File: src/logic/exec_types_pkg.sv
package exec_types_pkg;

	typedef logic [31:0] word;
	typedef logic [7:0] shift_amt;
	typedef logic [11:0] imm_field;
	typedef logic [4:0] shift_imm_field;

	typedef struct packed {
		logic n;
		logic z;
		logic c;
		logic v;
	} psr_flags;

	// ARM data-processing opcode order
	typedef enum logic [3:0] {
		ALU_AND = 4'h0,
		ALU_EOR = 4'h1,
		ALU_SUB = 4'h2,
		ALU_RSB = 4'h3,
		ALU_ADD = 4'h4,
		ALU_ADC = 4'h5,
		ALU_SBC = 4'h6,
		ALU_RSC = 4'h7,
		ALU_TST = 4'h8,
		ALU_TEQ = 4'h9,
		ALU_CMP = 4'ha,
		ALU_CMN = 4'hb,
		ALU_ORR = 4'hc,
		ALU_MOV = 4'hd,
		ALU_BIC = 4'he,
		ALU_MVN = 4'hf
	} alu_op;

	// LSL is all clear, LSR sets shr, ASR adds sign_extend and ROR adds ror
	typedef struct packed {
		logic shr;
		logic ror;
		logic sign_extend;
	} shifter_control;

	typedef struct packed {
		logic           is_imm;
		imm_field       imm;
		logic           shift_by_reg;
		shift_imm_field shift_imm;
		shifter_control shifter;
	} snd_operand;

	typedef struct packed {
		alu_op      op;
		logic       set_flags;
		snd_operand snd;
	} insn_decode;

	typedef struct packed {
		insn_decode dec;
		word        rd_value_a;
		word        rd_value_b;
		word        rd_value_s;
	} issue_packet;

	typedef struct packed {
		word      q;
		logic     writes_rd;
		psr_flags flags;
	} exec_result;

	function automatic logic is_logical(alu_op op);
		case (op)
			ALU_AND, ALU_EOR, ALU_TST, ALU_TEQ,
			ALU_ORR, ALU_MOV, ALU_BIC, ALU_MVN:
				return 1'b1;
			default:
				return 1'b0;
		endcase
	endfunction

	// the compare and test group only updates flags
	function automatic logic writes_result(alu_op op);
		return !(op inside {ALU_TST, ALU_TEQ, ALU_CMP, ALU_CMN});
	endfunction

endpackage

File: src/logic/exec_ctrl_pkg.sv
package exec_ctrl_pkg;

	// one instruction walks these in order, skipping RD_INDIRECT_SHIFT
	// when the shift amount is an immediate
	typedef enum logic [1:0] {
		ISSUE             = 2'd0,
		RD_INDIRECT_SHIFT = 2'd1,
		WITH_SHIFT        = 2'd2,
		EXECUTE           = 2'd3
	} ctrl_cycle;

endpackage

File: src/logic/exec_shifter.sv
`timescale 1ns/1ns

module exec_shifter
	import exec_types_pkg::*;
#(
	parameter int data_width = 32
)
(
	input  logic [data_width-1:0] shift_in,
	input  shifter_control        shifter,
	input  shift_amt              shifter_shift,
	input  logic                  c_in,

	output logic [data_width-1:0] q_shifter,
	output logic                  c_shifter
);

	localparam int rot_bits = $clog2(data_width);

	logic [data_width:0]   lsl_ext;
	logic [data_width:0]   lsr_ext;
	logic [data_width:0]   asr_ext;
	logic [data_width-1:0] rot_q;
	logic [rot_bits-1:0]   rot;

	// one spare bit beside the value catches the last bit shifted out,
	// and shifts past the width drain everything to zero or to the sign
	assign lsl_ext = {1'b0, shift_in} << shifter_shift;
	assign lsr_ext = {shift_in, 1'b0} >> shifter_shift;
	assign asr_ext = $signed({shift_in, 1'b0}) >>> shifter_shift;

	// rotation only needs the amount modulo the width
	assign rot = shifter_shift[rot_bits-1:0];
	assign rot_q = (shift_in >> rot) | (shift_in << (data_width - rot));

	always_comb begin
		q_shifter = shift_in;
		c_shifter = c_in;

		if (shifter_shift != '0) begin
			if (!shifter.shr) begin
				{c_shifter, q_shifter} = lsl_ext;
			end else if (shifter.ror) begin
				q_shifter = rot_q;
				c_shifter = rot_q[data_width-1];
			end else if (shifter.sign_extend) begin
				{q_shifter, c_shifter} = asr_ext;
			end else begin
				{q_shifter, c_shifter} = lsr_ext;
			end
		end
	end

endmodule

File: src/logic/exec_alu.sv
`timescale 1ns/1ns

module exec_alu
	import exec_types_pkg::*;
#(
	parameter int data_width = 32
)
(
	input  alu_op                 alu,
	input  logic [data_width-1:0] alu_a,
	input  logic [data_width-1:0] alu_b,
	input  logic                  c_in,

	output logic [data_width-1:0] q_alu,
	output psr_flags              alu_flags
);

	logic [data_width-1:0] add_x;
	logic [data_width-1:0] add_y;
	logic                  add_c;
	logic [data_width:0]   sum;

	assign sum = {1'b0, add_x} + {1'b0, add_y} + {{data_width{1'b0}}, add_c};

	// every subtraction becomes x + ~y + carry, so C reads as no borrow
	always_comb begin
		add_x = alu_a;
		add_y = alu_b;
		add_c = 1'b0;
		unique case (alu)
			ALU_SUB, ALU_CMP: begin
				add_y = ~alu_b;
				add_c = 1'b1;
			end
			ALU_RSB: begin
				add_x = alu_b;
				add_y = ~alu_a;
				add_c = 1'b1;
			end
			ALU_ADC:
				add_c = c_in;
			ALU_SBC: begin
				add_y = ~alu_b;
				add_c = c_in;
			end
			ALU_RSC: begin
				add_x = alu_b;
				add_y = ~alu_a;
				add_c = c_in;
			end
			default: ;
		endcase
	end

	always_comb begin
		unique case (alu)
			ALU_AND, ALU_TST: q_alu = alu_a & alu_b;
			ALU_EOR, ALU_TEQ: q_alu = alu_a ^ alu_b;
			ALU_ORR:          q_alu = alu_a | alu_b;
			ALU_MOV:          q_alu = alu_b;
			ALU_BIC:          q_alu = alu_a & ~alu_b;
			ALU_MVN:          q_alu = ~alu_b;
			default:          q_alu = sum[data_width-1:0];
		endcase
	end

	always_comb begin
		alu_flags.n = q_alu[data_width-1];
		alu_flags.z = q_alu == '0;
		if (is_logical(alu)) begin
			alu_flags.c = c_in;
			alu_flags.v = 1'b0;
		end else begin
			alu_flags.c = sum[data_width];
			alu_flags.v = (add_x[data_width-1] == add_y[data_width-1])
				&& (sum[data_width-1] != add_x[data_width-1]);
		end
	end

endmodule

File: src/logic/exec_sequencer.sv
`timescale 1ns/1ns

module exec_sequencer
	import exec_types_pkg::*, exec_ctrl_pkg::*;
(
	input  logic        clk,
	input  logic        reset,

	input  logic        issue_valid,
	input  issue_packet issue,
	input  logic        result_ready,

	input  word         q_alu,
	input  psr_flags    alu_flags,
	input  logic        c_shifter,
	input  logic        data_snd_shift_by_reg,

	output logic        issue_ready,
	output logic        result_valid,
	output exec_result  result,

	output ctrl_cycle   cycle,
	output ctrl_cycle   next_cycle,
	output insn_decode  dec,
	output word         rd_value_a,
	output word         rd_value_b,
	output word         rd_value_s,
	output psr_flags    flags
);

	issue_packet held;
	issue_packet view;
	psr_flags    new_flags;
	logic        accept;
	logic        retire;

	assign issue_ready = cycle == ISSUE;
	assign result_valid = cycle == EXECUTE;
	assign accept = issue_valid && issue_ready;
	assign retire = result_valid && result_ready;

	// while in ISSUE the operand block looks straight at the port, so its
	// decode latch fills on the same edge that accepts the packet
	assign view = issue_ready ? issue : held;
	assign dec = view.dec;
	assign rd_value_a = view.rd_value_a;
	assign rd_value_b = view.rd_value_b;
	assign rd_value_s = view.rd_value_s;

	always_comb begin
		next_cycle = cycle;
		unique case (cycle)
			ISSUE:
				if (accept)
					next_cycle = issue.dec.snd.shift_by_reg ? RD_INDIRECT_SHIFT : WITH_SHIFT;
			RD_INDIRECT_SHIFT:
				next_cycle = WITH_SHIFT;
			// the register amount has to be read before the shift happens
			WITH_SHIFT:
				next_cycle = data_snd_shift_by_reg ? RD_INDIRECT_SHIFT : EXECUTE;
			EXECUTE:
				if (retire)
					next_cycle = ISSUE;
		endcase
	end

	// logical ops take C from the saved shifter carry, which the shifter
	// passes through untouched during EXECUTE, and leave V alone
	always_comb begin
		new_flags = alu_flags;
		if (is_logical(dec.op)) begin
			new_flags.c = c_shifter;
			new_flags.v = flags.v;
		end
		if (!dec.set_flags)
			new_flags = flags;
	end

	always_comb begin
		result.q = q_alu;
		result.writes_rd = writes_result(dec.op);
		result.flags = new_flags;
	end

	always_ff @(posedge clk) begin
		if (reset) begin
			cycle <= ISSUE;
			flags <= '0;
		end else begin
			cycle <= next_cycle;
			if (retire)
				flags <= new_flags;
		end
	end

	always_ff @(posedge clk) begin
		if (accept)
			held <= issue;
	end

endmodule

File: src/logic/exec_operand_ctrl.sv
`timescale 1ns/1ns

module exec_operand_ctrl
	import exec_types_pkg::*, exec_ctrl_pkg::*;
(
	input  logic           clk,

	input  insn_decode     dec,
	input  word            rd_value_a,
	input  word            rd_value_b,
	input  word            rd_value_s,
	input  word            q_shifter,
	input  logic           c_shifter,

	input  ctrl_cycle      cycle,
	input  ctrl_cycle      next_cycle,
	input  psr_flags       flags,

	output alu_op          alu,
	output word            alu_a,
	output word            alu_b,
	output word            saved_base,
	output word            shift_in,
	output shifter_control shifter,
	output shift_amt       shifter_shift,
	output logic           c_in,
	output logic           trivial_shift,
	output logic           data_snd_shift_by_reg
);

	logic     data_snd_is_imm;
	imm_field data_imm;
	shift_amt data_shift;

	assign trivial_shift = shifter_shift == '0;
	assign alu_a = rd_value_a;

	always_comb begin
		// a zero amount in EXECUTE makes the shifter hand back c_in as its carry
		unique case (cycle)
			RD_INDIRECT_SHIFT: shifter_shift = rd_value_s[7:0];
			EXECUTE:           shifter_shift = '0;
			default:           shifter_shift = data_shift;
		endcase

		if (cycle == EXECUTE)
			shift_in = saved_base;
		else
			shift_in = rd_value_b;

		if (cycle == EXECUTE)
			alu_b = saved_base;
		else if (data_snd_is_imm)
			alu_b = word'(data_imm);
		else
			alu_b = rd_value_b;
	end

	always_ff @(posedge clk) begin
		unique case (cycle)
			ISSUE:
				if (next_cycle != ISSUE) begin
					alu <= dec.op;
					c_in <= flags.c;

					data_snd_is_imm <= dec.snd.is_imm;
					data_snd_shift_by_reg <= dec.snd.shift_by_reg;
					data_imm <= dec.snd.imm;
					data_shift <= shift_amt'(dec.snd.shift_imm);

					shifter <= dec.snd.shifter;
				end

			RD_INDIRECT_SHIFT: begin
				data_shift <= rd_value_s[7:0];
				data_snd_shift_by_reg <= 1'b0;
			end

			WITH_SHIFT:
				if (data_snd_is_imm) begin
					saved_base <= word'(data_imm);
				end else begin
					saved_base <= q_shifter;
					// arithmetic ops keep the flag carry for ADC, SBC and RSC
					if (is_logical(alu) && !trivial_shift)
						c_in <= c_shifter;
				end

			default: ;
		endcase
	end

endmodule

File: src/logic/exec_unit.sv
`timescale 1ns/1ns

module exec_unit
	import exec_types_pkg::*, exec_ctrl_pkg::*;
#(
	parameter int data_width = 32
)
(
	input  logic        clk,
	input  logic        reset,

	input  logic        issue_valid,
	input  issue_packet issue,
	output logic        issue_ready,

	output logic        result_valid,
	output exec_result  result,
	input  logic        result_ready
);

	ctrl_cycle      cycle;
	ctrl_cycle      next_cycle;
	insn_decode     dec;
	word            rd_value_a;
	word            rd_value_b;
	word            rd_value_s;
	psr_flags       flags;

	alu_op          alu;
	word            alu_a;
	word            alu_b;
	word            shift_in;
	shifter_control shifter;
	shift_amt       shifter_shift;
	logic           c_in;
	logic           data_snd_shift_by_reg;

	word            q_alu;
	psr_flags       alu_flags;
	word            q_shifter;
	logic           c_shifter;

	exec_sequencer i_sequencer (
		.clk                   (clk),
		.reset                 (reset),
		.issue_valid           (issue_valid),
		.issue                 (issue),
		.result_ready          (result_ready),
		.q_alu                 (q_alu),
		.alu_flags             (alu_flags),
		.c_shifter             (c_shifter),
		.data_snd_shift_by_reg (data_snd_shift_by_reg),
		.issue_ready           (issue_ready),
		.result_valid          (result_valid),
		.result                (result),
		.cycle                 (cycle),
		.next_cycle            (next_cycle),
		.dec                   (dec),
		.rd_value_a            (rd_value_a),
		.rd_value_b            (rd_value_b),
		.rd_value_s            (rd_value_s),
		.flags                 (flags)
	);

	// saved_base and trivial_shift are consumed inside the operand block
	exec_operand_ctrl i_operand_ctrl (
		.clk                   (clk),
		.dec                   (dec),
		.rd_value_a            (rd_value_a),
		.rd_value_b            (rd_value_b),
		.rd_value_s            (rd_value_s),
		.q_shifter             (q_shifter),
		.c_shifter             (c_shifter),
		.cycle                 (cycle),
		.next_cycle            (next_cycle),
		.flags                 (flags),
		.alu                   (alu),
		.alu_a                 (alu_a),
		.alu_b                 (alu_b),
		.saved_base            (),
		.shift_in              (shift_in),
		.shifter               (shifter),
		.shifter_shift         (shifter_shift),
		.c_in                  (c_in),
		.trivial_shift         (),
		.data_snd_shift_by_reg (data_snd_shift_by_reg)
	);

	exec_shifter #(
		.data_width (data_width)
	) i_shifter (
		.shift_in      (shift_in),
		.shifter       (shifter),
		.shifter_shift (shifter_shift),
		.c_in          (c_in),
		.q_shifter     (q_shifter),
		.c_shifter     (c_shifter)
	);

	exec_alu #(
		.data_width (data_width)
	) i_alu (
		.alu       (alu),
		.alu_a     (alu_a),
		.alu_b     (alu_b),
		.c_in      (c_in),
		.q_alu     (q_alu),
		.alu_flags (alu_flags)
	);

endmodule

File: config.mk
export PLATFORM = sky130hd
export DESIGN_NAME = exec_unit
export DESIGN_NICKNAME = d
export VERILOG_FILES = /design/src/logic/exec_types_pkg.sv /design/src/logic/exec_ctrl_pkg.sv /design/src/logic/exec_shifter.sv /design/src/logic/exec_alu.sv /design/src/logic/exec_sequencer.sv /design/src/logic/exec_operand_ctrl.sv /design/src/logic/exec_unit.sv
export SDC_FILE = /design/constraint.sdc
export NUM_CORES = 1
export LEC_CHECK = 0
export BUFFER_PORTS_ARGS = -buffer_cell sky130_fd_sc_hd__buf_2
export CAP_MARGIN = 20
export CORE_MARGIN = 5
export CORE_UTILIZATION = 55
export DETAILED_ROUTE_END_ITERATION = 10
export PLACE_DENSITY = 0.77
export SLEW_MARGIN = 20
export SYNTH_ARGS = -nofsm -noshare
export SYNTH_HDL_FRONTEND = slang
export SYNTH_HIERARCHICAL = 1
export SYNTH_SLANG_ARGS = --single-unit
File: constraint.sdc
create_clock -name clk -period 6.17 [get_ports clk]
set_input_delay 0.3085 -clock clk [delete_from_list [all_inputs] [get_ports clk]]
set_output_delay 0.3085 -clock clk [all_outputs]
set_load 0.01 [all_outputs]
=== After elaboration in Yosys (flattened, before gate mapping) ===
Memories as Yosys holds them, arrays and structs flattened. A register that Yosys moved wholly into a read port is not among the register bits.
Cells that the tools add are included.

* Memories: 3
* Input port bits: 127
* Logic and storage cells: 133
* Flip-flop bits (word level): 191
* Output and inout port bits: 39
* Memory bits (read-only): 48

{| class="wikitable"
|+ Memory list
! memory !! depth !! width !! read ports !! clocked after Yosys merged registers in !! wr ports !! line !! RTL
|-
| (no name shown) || 16 || 1 || 1 || 1 || 0 || exec_types_pkg.sv:70 || <nowiki>case (op)</nowiki>
|-
| (no name shown) || 16 || 1 || 1 || 1 || 0 || exec_types_pkg.sv:70 ||
|-
| (no name shown) || 16 || 1 || 1 || 0 || 0 || exec_types_pkg.sv:70 ||
|}

* Bitwise logic cells: 7
* Mux-type cells: 38
* Shift-type cells: 5
* Reductions and logical operators: 24
* Equal/unequal tests: 25
* Add/sub/neg operators: 3

{| class="wikitable"
|+ Operators by type and width
! operator !! count
|-
| 32-bit 2-to-1 mux || 8
|-
| 32-bit case mux with 6 select lines || 1
|-
| 123-bit 2-to-1 mux || 1
|-
| 32-bit AND || 2
|-
| 32-bit inverter || 2
|-
| 32-bit bitwise OR || 2
|-
| 32-bit case mux with 2 select lines || 1
|-
| 4-bit equality test (second input constant) || 11
|-
| 32-bit by 32-bit adder with 33-bit output || 1
|-
| 33-bit by 1-bit adder with 33-bit output || 1
|-
| 32-bit by 8-bit left shift with 33-bit output || 1
|-
| 33-bit by 8-bit >> shifter with 33-bit output || 1
|-
| 33-bit by 8-bit >>> shifter with 33-bit output || 1
|-
| 32-bit logical NOT || 1
|-
| 8-bit case mux with 2 select lines || 2
|-
| 32-bit by 32-bit left shift with 32-bit output || 1
|-
| 32-bit by 5-bit >> shifter with 32-bit output || 1
|-
| 32-bit XOR || 1
|-
| 4-bit by 3-bit equality test with 1-bit output (second input constant) || 3
|-
| 12-bit 2-to-1 mux || 1
|-
| 2-bit 2-to-1 mux || 6
|-
| 4-bit 2-to-1 mux || 3
|-
| 1-bit 2-to-1 mux || 10
|-
| 3-bit OR reduction || 3
|-
| 23 further kinds || 37
|}

=== Depth between registers and ports, before layout ===
Gate-level depths: netlist of run 1.

* Depth after elaboration: 13
* Depth in mapped cells: 26
* Gate-level depth less buffers: 22

=== Hierarchy ===
The synthesis of run 1 kept the hierarchy.

{| class="wikitable"
|+ By module, submodules not included
! module !! cells an instance !! times used !! area each (µm²) !! seq. area each (µm²)
|-
| exec_shifter || 1,065 || 1 || 7,724.9 || 0.0
|-
| exec_sequencer || 342 || 1 || 5,836.8 || 3,813.7
|-
| exec_alu || 845 || 1 || 5,123.7 || 0.0
|-
| exec_operand_ctrl || 343 || 1 || 3,537.1 || 1,881.8
|}

=== Worst setup path before layout of run 1 ===
Ideal clock, no wire load.

* Path type: flip-flop to output port
* Start point: register i_operand_ctrl.alu[1]
* End point: output result[2] (netlist bit)
* Path slack: 0.066 ns
* Path buffers: 7
* Required time: 5.861 ns
* Data arrival time: 5.796 ns
* Cell stages (with the launch flop): 23
* Path through: edfxtp_1 buf_4 buf_2 buf_2 buf_2 buf_1 nand2_1 clkbuf_1 clkbuf_1 nand2_1 o21ai_0 fa_1 fa_1 a21oi_1 o211ai_1 a21oi_1 xnor2_1 a22oi_1 or4bb_1 or4_1 or4b_1 nor4_2 mux2_1

{| class="wikitable"
|+ RTL lines
! item !! line !! RTL
|-
| from (decl) || exec_operand_ctrl.sv:19 || <nowiki>output alu_op alu,</nowiki>
|-
| from (signal assigned) || exec_operand_ctrl.sv:63 || <nowiki>alu <= dec.op;</nowiki>
|-
| to (decl) || exec_unit.sv:17 || <nowiki>output exec_result result,</nowiki>
|}

==> results.sh, run 1 <==
export IMPL_gp_congestion=1.07
export IMPL_die_area_um2=42600
export IMPL_die_h_um=206
export IMPL_antenna_found_initial=5
export IMPL_maxCapViolCount=0
export IMPL_p_leak_uw=0.00968
export IMPL_cts_root_buf="clkbuf_16"
export IMPL_cts_buffer_depth=2
export IMPL_routed_via_count=22912
export IMPL_seq_area_um2=4980
export IMPL_final_setup_tns_ps=-88.1
export IMPL_top_regs="i_sequencer/held x99, i_operand_ctrl/saved_base x32, i_operand_ctrl/data_imm x12"
export IMPL_numPortBuffers=141
export IMPL_power_density_nw_per_um2=463
export IMPL_top_register="i_sequencer/held"
export IMPL_rsz0062_at_grt="yes"
export IMPL_hold_class="primary input to flip-flop"
export IMPL_met2_usage_pct=68.8
export IMPL_clkSinkCount=168
export IMPL_hold_ws_ps=30.4
export IMPL_fin_ws_ps=-88.1
export IMPL_drive_above_1_share_pct=23.6
export IMPL_cts_tree="yes"
export IMPL_nets=2850
export IMPL_min_period_over_period_pct=101
export IMPL_period_minus_slack_ps=6260
export IMPL_max_freq_ghz=0.160
export IMPL_top_usage_layer="met2"
export IMPL_viasPerCell=7.18
export IMPL_grt_util_met1_pct=52.3
export IMPL_grt_max_degree=91
export IMPL_cts_clk_slew_worst_paths_ps=80
export IMPL_violations="setup timing"
export IMPL_nFillCells=3218
export IMPL_timing_final_hold_violations=0
export IMPL_row_count=72
export IMPL_drt_antenna_violating_nets=0
export IMPL_ioPinCount=166
export IMPL_cp_data_required_time_ps=5860
export IMPL_clk_latency_ps=510
export IMPL_avgSynthCellArea_um2=8.34
export IMPL_status="complete, but fails checks"
export IMPL_multiInputGateArea_um2=14700
export IMPL_largest_reg_flops=99
export IMPL_cp_max_fo=4
export IMPL_core_area_um2=38400
export IMPL_cts_inserted_buffers=17
export IMPL_start_util_pct=55.2
export IMPL_worst_pin_slew_ps=1070
export IMPL_synth_area_um2=21200
export IMPL_cp_arrival_ps=5950
export IMPL_drcViolationCount=0
export IMPL_grt_util_met3_pct=12.3
export IMPL_drv_slew=0
export IMPL_reg2reg_slack_ps=750
export IMPL_routed_wl_um=94700
export IMPL_slew_headroom_pct=28.4
export IMPL_drtIter0Drc=3191
export IMPL_grt_ovfl_total=0
export IMPL_end_kind="output pin"
export IMPL_track_usage_pct=43.3
export IMPL_dr_pass1_iters=7
export IMPL_grt_pass1_wl_um=138000
export IMPL_synth_warnings=6
export IMPL_irDropWorstVdd_mv=0.346
export IMPL_post_route_util_pct=63.2
export IMPL_fin_cells=3191
export IMPL_area_growth_pct=14.4
export IMPL_skew_ps=14.0
export IMPL_finalSetupViolations=1
export IMPL_cts_max_level=4
export IMPL_routedWlPerCell_um=29.7
export IMPL_place_inst=3038
export IMPL_critPathKind="flip-flop to output pin"
export IMPL_dp_hpwl_um=67800
export IMPL_post_place_ws_ps=-76.5
export IMPL_die_width_um=206
export IMPL_first_global_vias=21690
export IMPL_syn_num_nets=2734
export IMPL_synthCells=2541
export IMPL_critPathLaunchType="flip-flop"
[path summary, 6_finish.rpt]
kind	endpoint	cells after the start	from
worst max-delay path	result[2]	22	i_sequencer/cycle[1]
worst min-delay path	i_sequencer/held[34]	1	issue[34]
worst max register to register	i_sequencer/flags[2]	22	i_sequencer/cycle[1]
worst min register to register	i_sequencer/flags[2]	2	i_sequencer/flags[2]
[repair_timing]
action,in CTS,in global routing
endpoints found under the hold margin,87,0
pin swaps,12,24
gates cloned,3,1
setup endpoints to repair,2,4
gates resized for setup,36,56
buffers inserted,10,17
hold buffers,87,0
[where the power goes]
part	switching (uW)	total, uW	internal [uW]
clock	606	1170	569
combinational	5330	8530	3200
sequential	69.3	1520	1450
[layout by cell type (no fill, tap or decap), types with 15 or more instances in the layout]
| cell | count |
|---|---|
| o221ai_1 | 26 |
| a211oi_1 | 23 |
| o211ai_1 | 21 |
| mux2i_1 | 113 |
| xnor2_1 | 34 |
| a22o_1 | 23 |
| dlygate4sd3_1 | 87 |
| nand2_1 | 333 |
| mux4_2 | 60 |
| ha_1 | 54 |
| mux2_1 | 46 |
| a21o_1 | 21 |
| a21oi_1 | 141 |
| clkbuf_16 | 18 |
| a211o_1 | 20 |
| xor2_1 | 15 |
| mux2_2 | 132 |
| nor2_1 | 206 |
| a31oi_1 | 46 |
| o21ai_0 | 174 |
| buf_4 | 140 |
| nor3_1 | 48 |
| o22ai_1 | 27 |
| a22oi_1 | 22 |
| inv_1 | 89 |
| nand3_1 | 39 |
| o31ai_1 | 16 |
| buf_2 | 141 |
| edfxtp_1 | 161 |
| nor2b_1 | 35 |
[stage by stage]
| step | power, uW | cell area (um2) |
|---|---|---|
| after global routing | 11600 | 24200 |
| after floorplan | 6980 | 21200 |
| after global placement | 9180 | 22100 |
| final | 11200 | 24200 |
| after detailed placement | 9250 | 22100 |
| after CTS | 10600 | 23900 |
[worst max-delay path: stages, from the launching register on]
cell and delay, ps:
dfxtp_2 340, nor2_4 230, mux2_4 230, mux2i_4 80, o21ai_4 230, inv_2 90, a21oi_2 160, o21ai_2 90
fa_2 430, fa_2 410, a21oi_4 170, o211ai_1 210, and3_4 250, o21a_4 210, nor3_4 190, o31ai_2 100
a2111o_1 410, or4_1 410, or4b_4 540, nor4_4 220, buf_4 180, mux2_1 130, buf_2 130
[metal layers]
| layer | up-vias | share of wire, % |
|---|---|---|
| met3 | 441 | 12 |
| met5 | - | 0.029 |
| met4 | 4 | 7.5 |
| met2 | 1846 | 45 |
| met1 | 10936 | 36 |
| li1 | 9685 | - |
[area by class of cell]
cell class	instances	area share, %
inverters	95	1.47
clock inverters	15	0.903
clock buffers	17	1.76
multi-input cells	1994	60.5
flip-flops and latches	168	20.5
repair buffers	381	12.1
diodes	3	0.0310
well taps	518	2.67
(Power assumes the default switching activity.)
==> run 2: changes to the inputs <==
CORE_ASPECT_RATIO = 0.5   (was not set)
==> results.sh, run 2 (synthesis results as in run 1) <==
export IMPL_irDropWorstVdd_mv=0.253
export IMPL_power_density_nw_per_um2=475
export IMPL_postPlaceCellArea_um2=22000
export IMPL_cts_max_level=4
export IMPL_first_global_vias=19963
export IMPL_p_leak_uw=0.00917
export IMPL_dp_hpwl_um=67100
export IMPL_critPathLaunchType="flip-flop"
export IMPL_ioPinCount=166
export IMPL_routed_wl_um=90700
export IMPL_status="completed"
export IMPL_viasPerCell=7.14
export IMPL_min_delay_worst_endpoint="i_sequencer/held[73]"
export IMPL_end_kind="output pin"
export IMPL_clk_latency_ps=460
export IMPL_nFillCells=3299
export IMPL_start_util_pct=56.2
export IMPL_routedWlPerCell_um=29.4
export IMPL_row_count=50
export IMPL_area_growth_pct=9.01
export IMPL_cts_inserted_buffers=17
export IMPL_finalSetupViolations=0
export IMPL_die_h_um=149
export IMPL_cp_data_required_time_ps=5860
export IMPL_die_area_um2=42800
export IMPL_drive_above_1_share_pct=24.2
export IMPL_grt_max_degree=90
export IMPL_cts_root_buf="clkbuf_16"
export IMPL_hold_class="primary input to flip-flop"
export IMPL_dr_pass1_iters=7
export IMPL_clkSinkCount=168
export IMPL_grt_ovfl_total=0
export IMPL_drv_slew=0
export IMPL_track_usage_pct=40.5
export IMPL_cts_tree="yes"
export IMPL_p_sw_share_pct=54.0
export IMPL_drt_antenna_violating_nets=0
export IMPL_r2r_end="i_operand_ctrl/saved_base[14]"
export IMPL_hold_start="issue[73]"
export IMPL_p_clk_share_pct=9.8
export IMPL_maxCapViolCount=0
export IMPL_period_minus_slack_ps=6060
export IMPL_hold_depth=1
export IMPL_fin_area_um2=23100
export IMPL_skew_ps=24.7
export IMPL_gp_congestion=1.08
export IMPL_layout_common_cells="331 x nand2_1, 205 x nor2_1, 171 x o21ai_0, 161 x edfxtp_1, 141 x buf_2"
export IMPL_power_internal_uw=5040
export IMPL_p_total_uw=11000
export IMPL_top_regs="i_sequencer/held x99, i_operand_ctrl/saved_base x32, i_operand_ctrl/data_imm x12"
export IMPL_timing_final_hold_violations=0
export IMPL_core_area_um2=37700
export IMPL_nets=2746
export IMPL_cp_arrival_ps=5750
export IMPL_top_register="i_sequencer/held"
export IMPL_drtIter0Drc=3880
export IMPL_max_freq_ghz=0.165
export IMPL_rr_worst_depth=17
export IMPL_routed_via_count=22036
export IMPL_numPortBuffers=141
export IMPL_critPathKind="flip-flop to output pin"
export IMPL_cts_clk_slew_worst_paths_ps=90
export IMPL_min_period_over_period_pct=98.2
export IMPL_grt_pass1_wl_um=131000
export IMPL_slew_headroom_pct=16.8
export IMPL_die_width_um=288
export IMPL_reg2reg_slack_ps=630
export IMPL_p_seq_share_pct=13.8
export IMPL_cp_max_fo=4
export IMPL_largest_reg_flops=99
export IMPL_r2r_start="i_sequencer/cycle[1]"
export IMPL_antenna_found_initial=1
export IMPL_drcViolationCount=0
export IMPL_cts_buffer_depth=2
export IMPL_pwr_share_comb_pct=76.4
export IMPL_final_common_cell="nand2_1"
export IMPL_switching_power_uw=5920
export IMPL_worst_pin_slew_ps=1240
## run 2: power groups by stage
stage	combinational, uW	sequential, uW	clock [uW]
after global placement	7610	1530	0
after floorplan	5470	1520	0
final	8370	1510	1080
after global routing	8740	1530	1140
after detailed placement	7620	1530	0
after CTS	7740	1510	1090
## run 2: layout make-up
type | instances | area (um2) | area share [%]
well taps | 520 | 651 | 2.82
inverters | 95 | 357 | 1.54
repair buffers | 276 | 1870 | 8.11
multi-input cells | 1995 | 14700 | 63.5
clock inverters | 15 | 154 | 0.666
flip-flops and latches | 168 | 4980 | 21.5
diodes | 1 | 2.50 | 0.0108
clock buffers | 17 | 425 | 1.84
## run 2: worst max path at each step
stage,start,cells past startpoint,to
floorplan,i_operand_ctrl/alu[1],22,result[2]
global placement,i_sequencer/cycle[0],22,result[2]
detailed placement,i_sequencer/cycle[0],22,result[2]
CTS,i_sequencer/cycle[1],22,result[2]
global route,i_sequencer/cycle[1],22,result[2]
finish,i_sequencer/cycle[1],22,result[2]
## run 2: layer usage
layer	global-route usage, %	part of all wire (%)	up-vias
li1	-	-	9482
met5	0.909	0.079	-
met1	56.0	40	10581
met3	14.5	15	267
met2	60.0	42	1702
met4	11.4	3.5	4
## run 2: critical path, stage by stage, from the launching register on
cell and delay [ps]:
dfxtp_2 340, nor2_4 180, mux2_4 190, mux2i_1 70
o21ai_2 250, inv_2 80, a21oi_1 130, o21ai_1 100
fa_2 390, fa_2 410, a21oi_2 190, o21bai_1 100
xnor2_1 250, nor2_1 60, or3b_1 400, nor4b_2 300
nand4b_1 200, or4_4 560, or4b_4 530, nor4_4 140
buf_4 170, mux2_1 120, buf_2 130
## run 2: stage by stage
stage	setup WS, ps	hold slack [ps]	utilization (%)	setup TNS [ps]	instances
6_report	112	29.4	61.2	0	3087
5_1_grt	-111	20.5	61.2	-111	3086
4_1_cts	1.11	7.83	60.2	0	3067
3_5_place_dp	108	486	58.2	0	3031
3_3_place_gp	106	459	58.2	0	3031
2_1_floorplan	65.7	377	-	0	2541
## run 2: timing repair
| item | 4_1_cts | 5_1_grt |
|---|---|---|
| hold buffers | 0 | 0 |
| gates resized for setup | 33 | 79 |
| pin swaps | 6 | 31 |
| gates cloned | 2 | 1 |
| setup buffers | 2 | 18 |
| setup endpoints to repair | 2 | 5 |
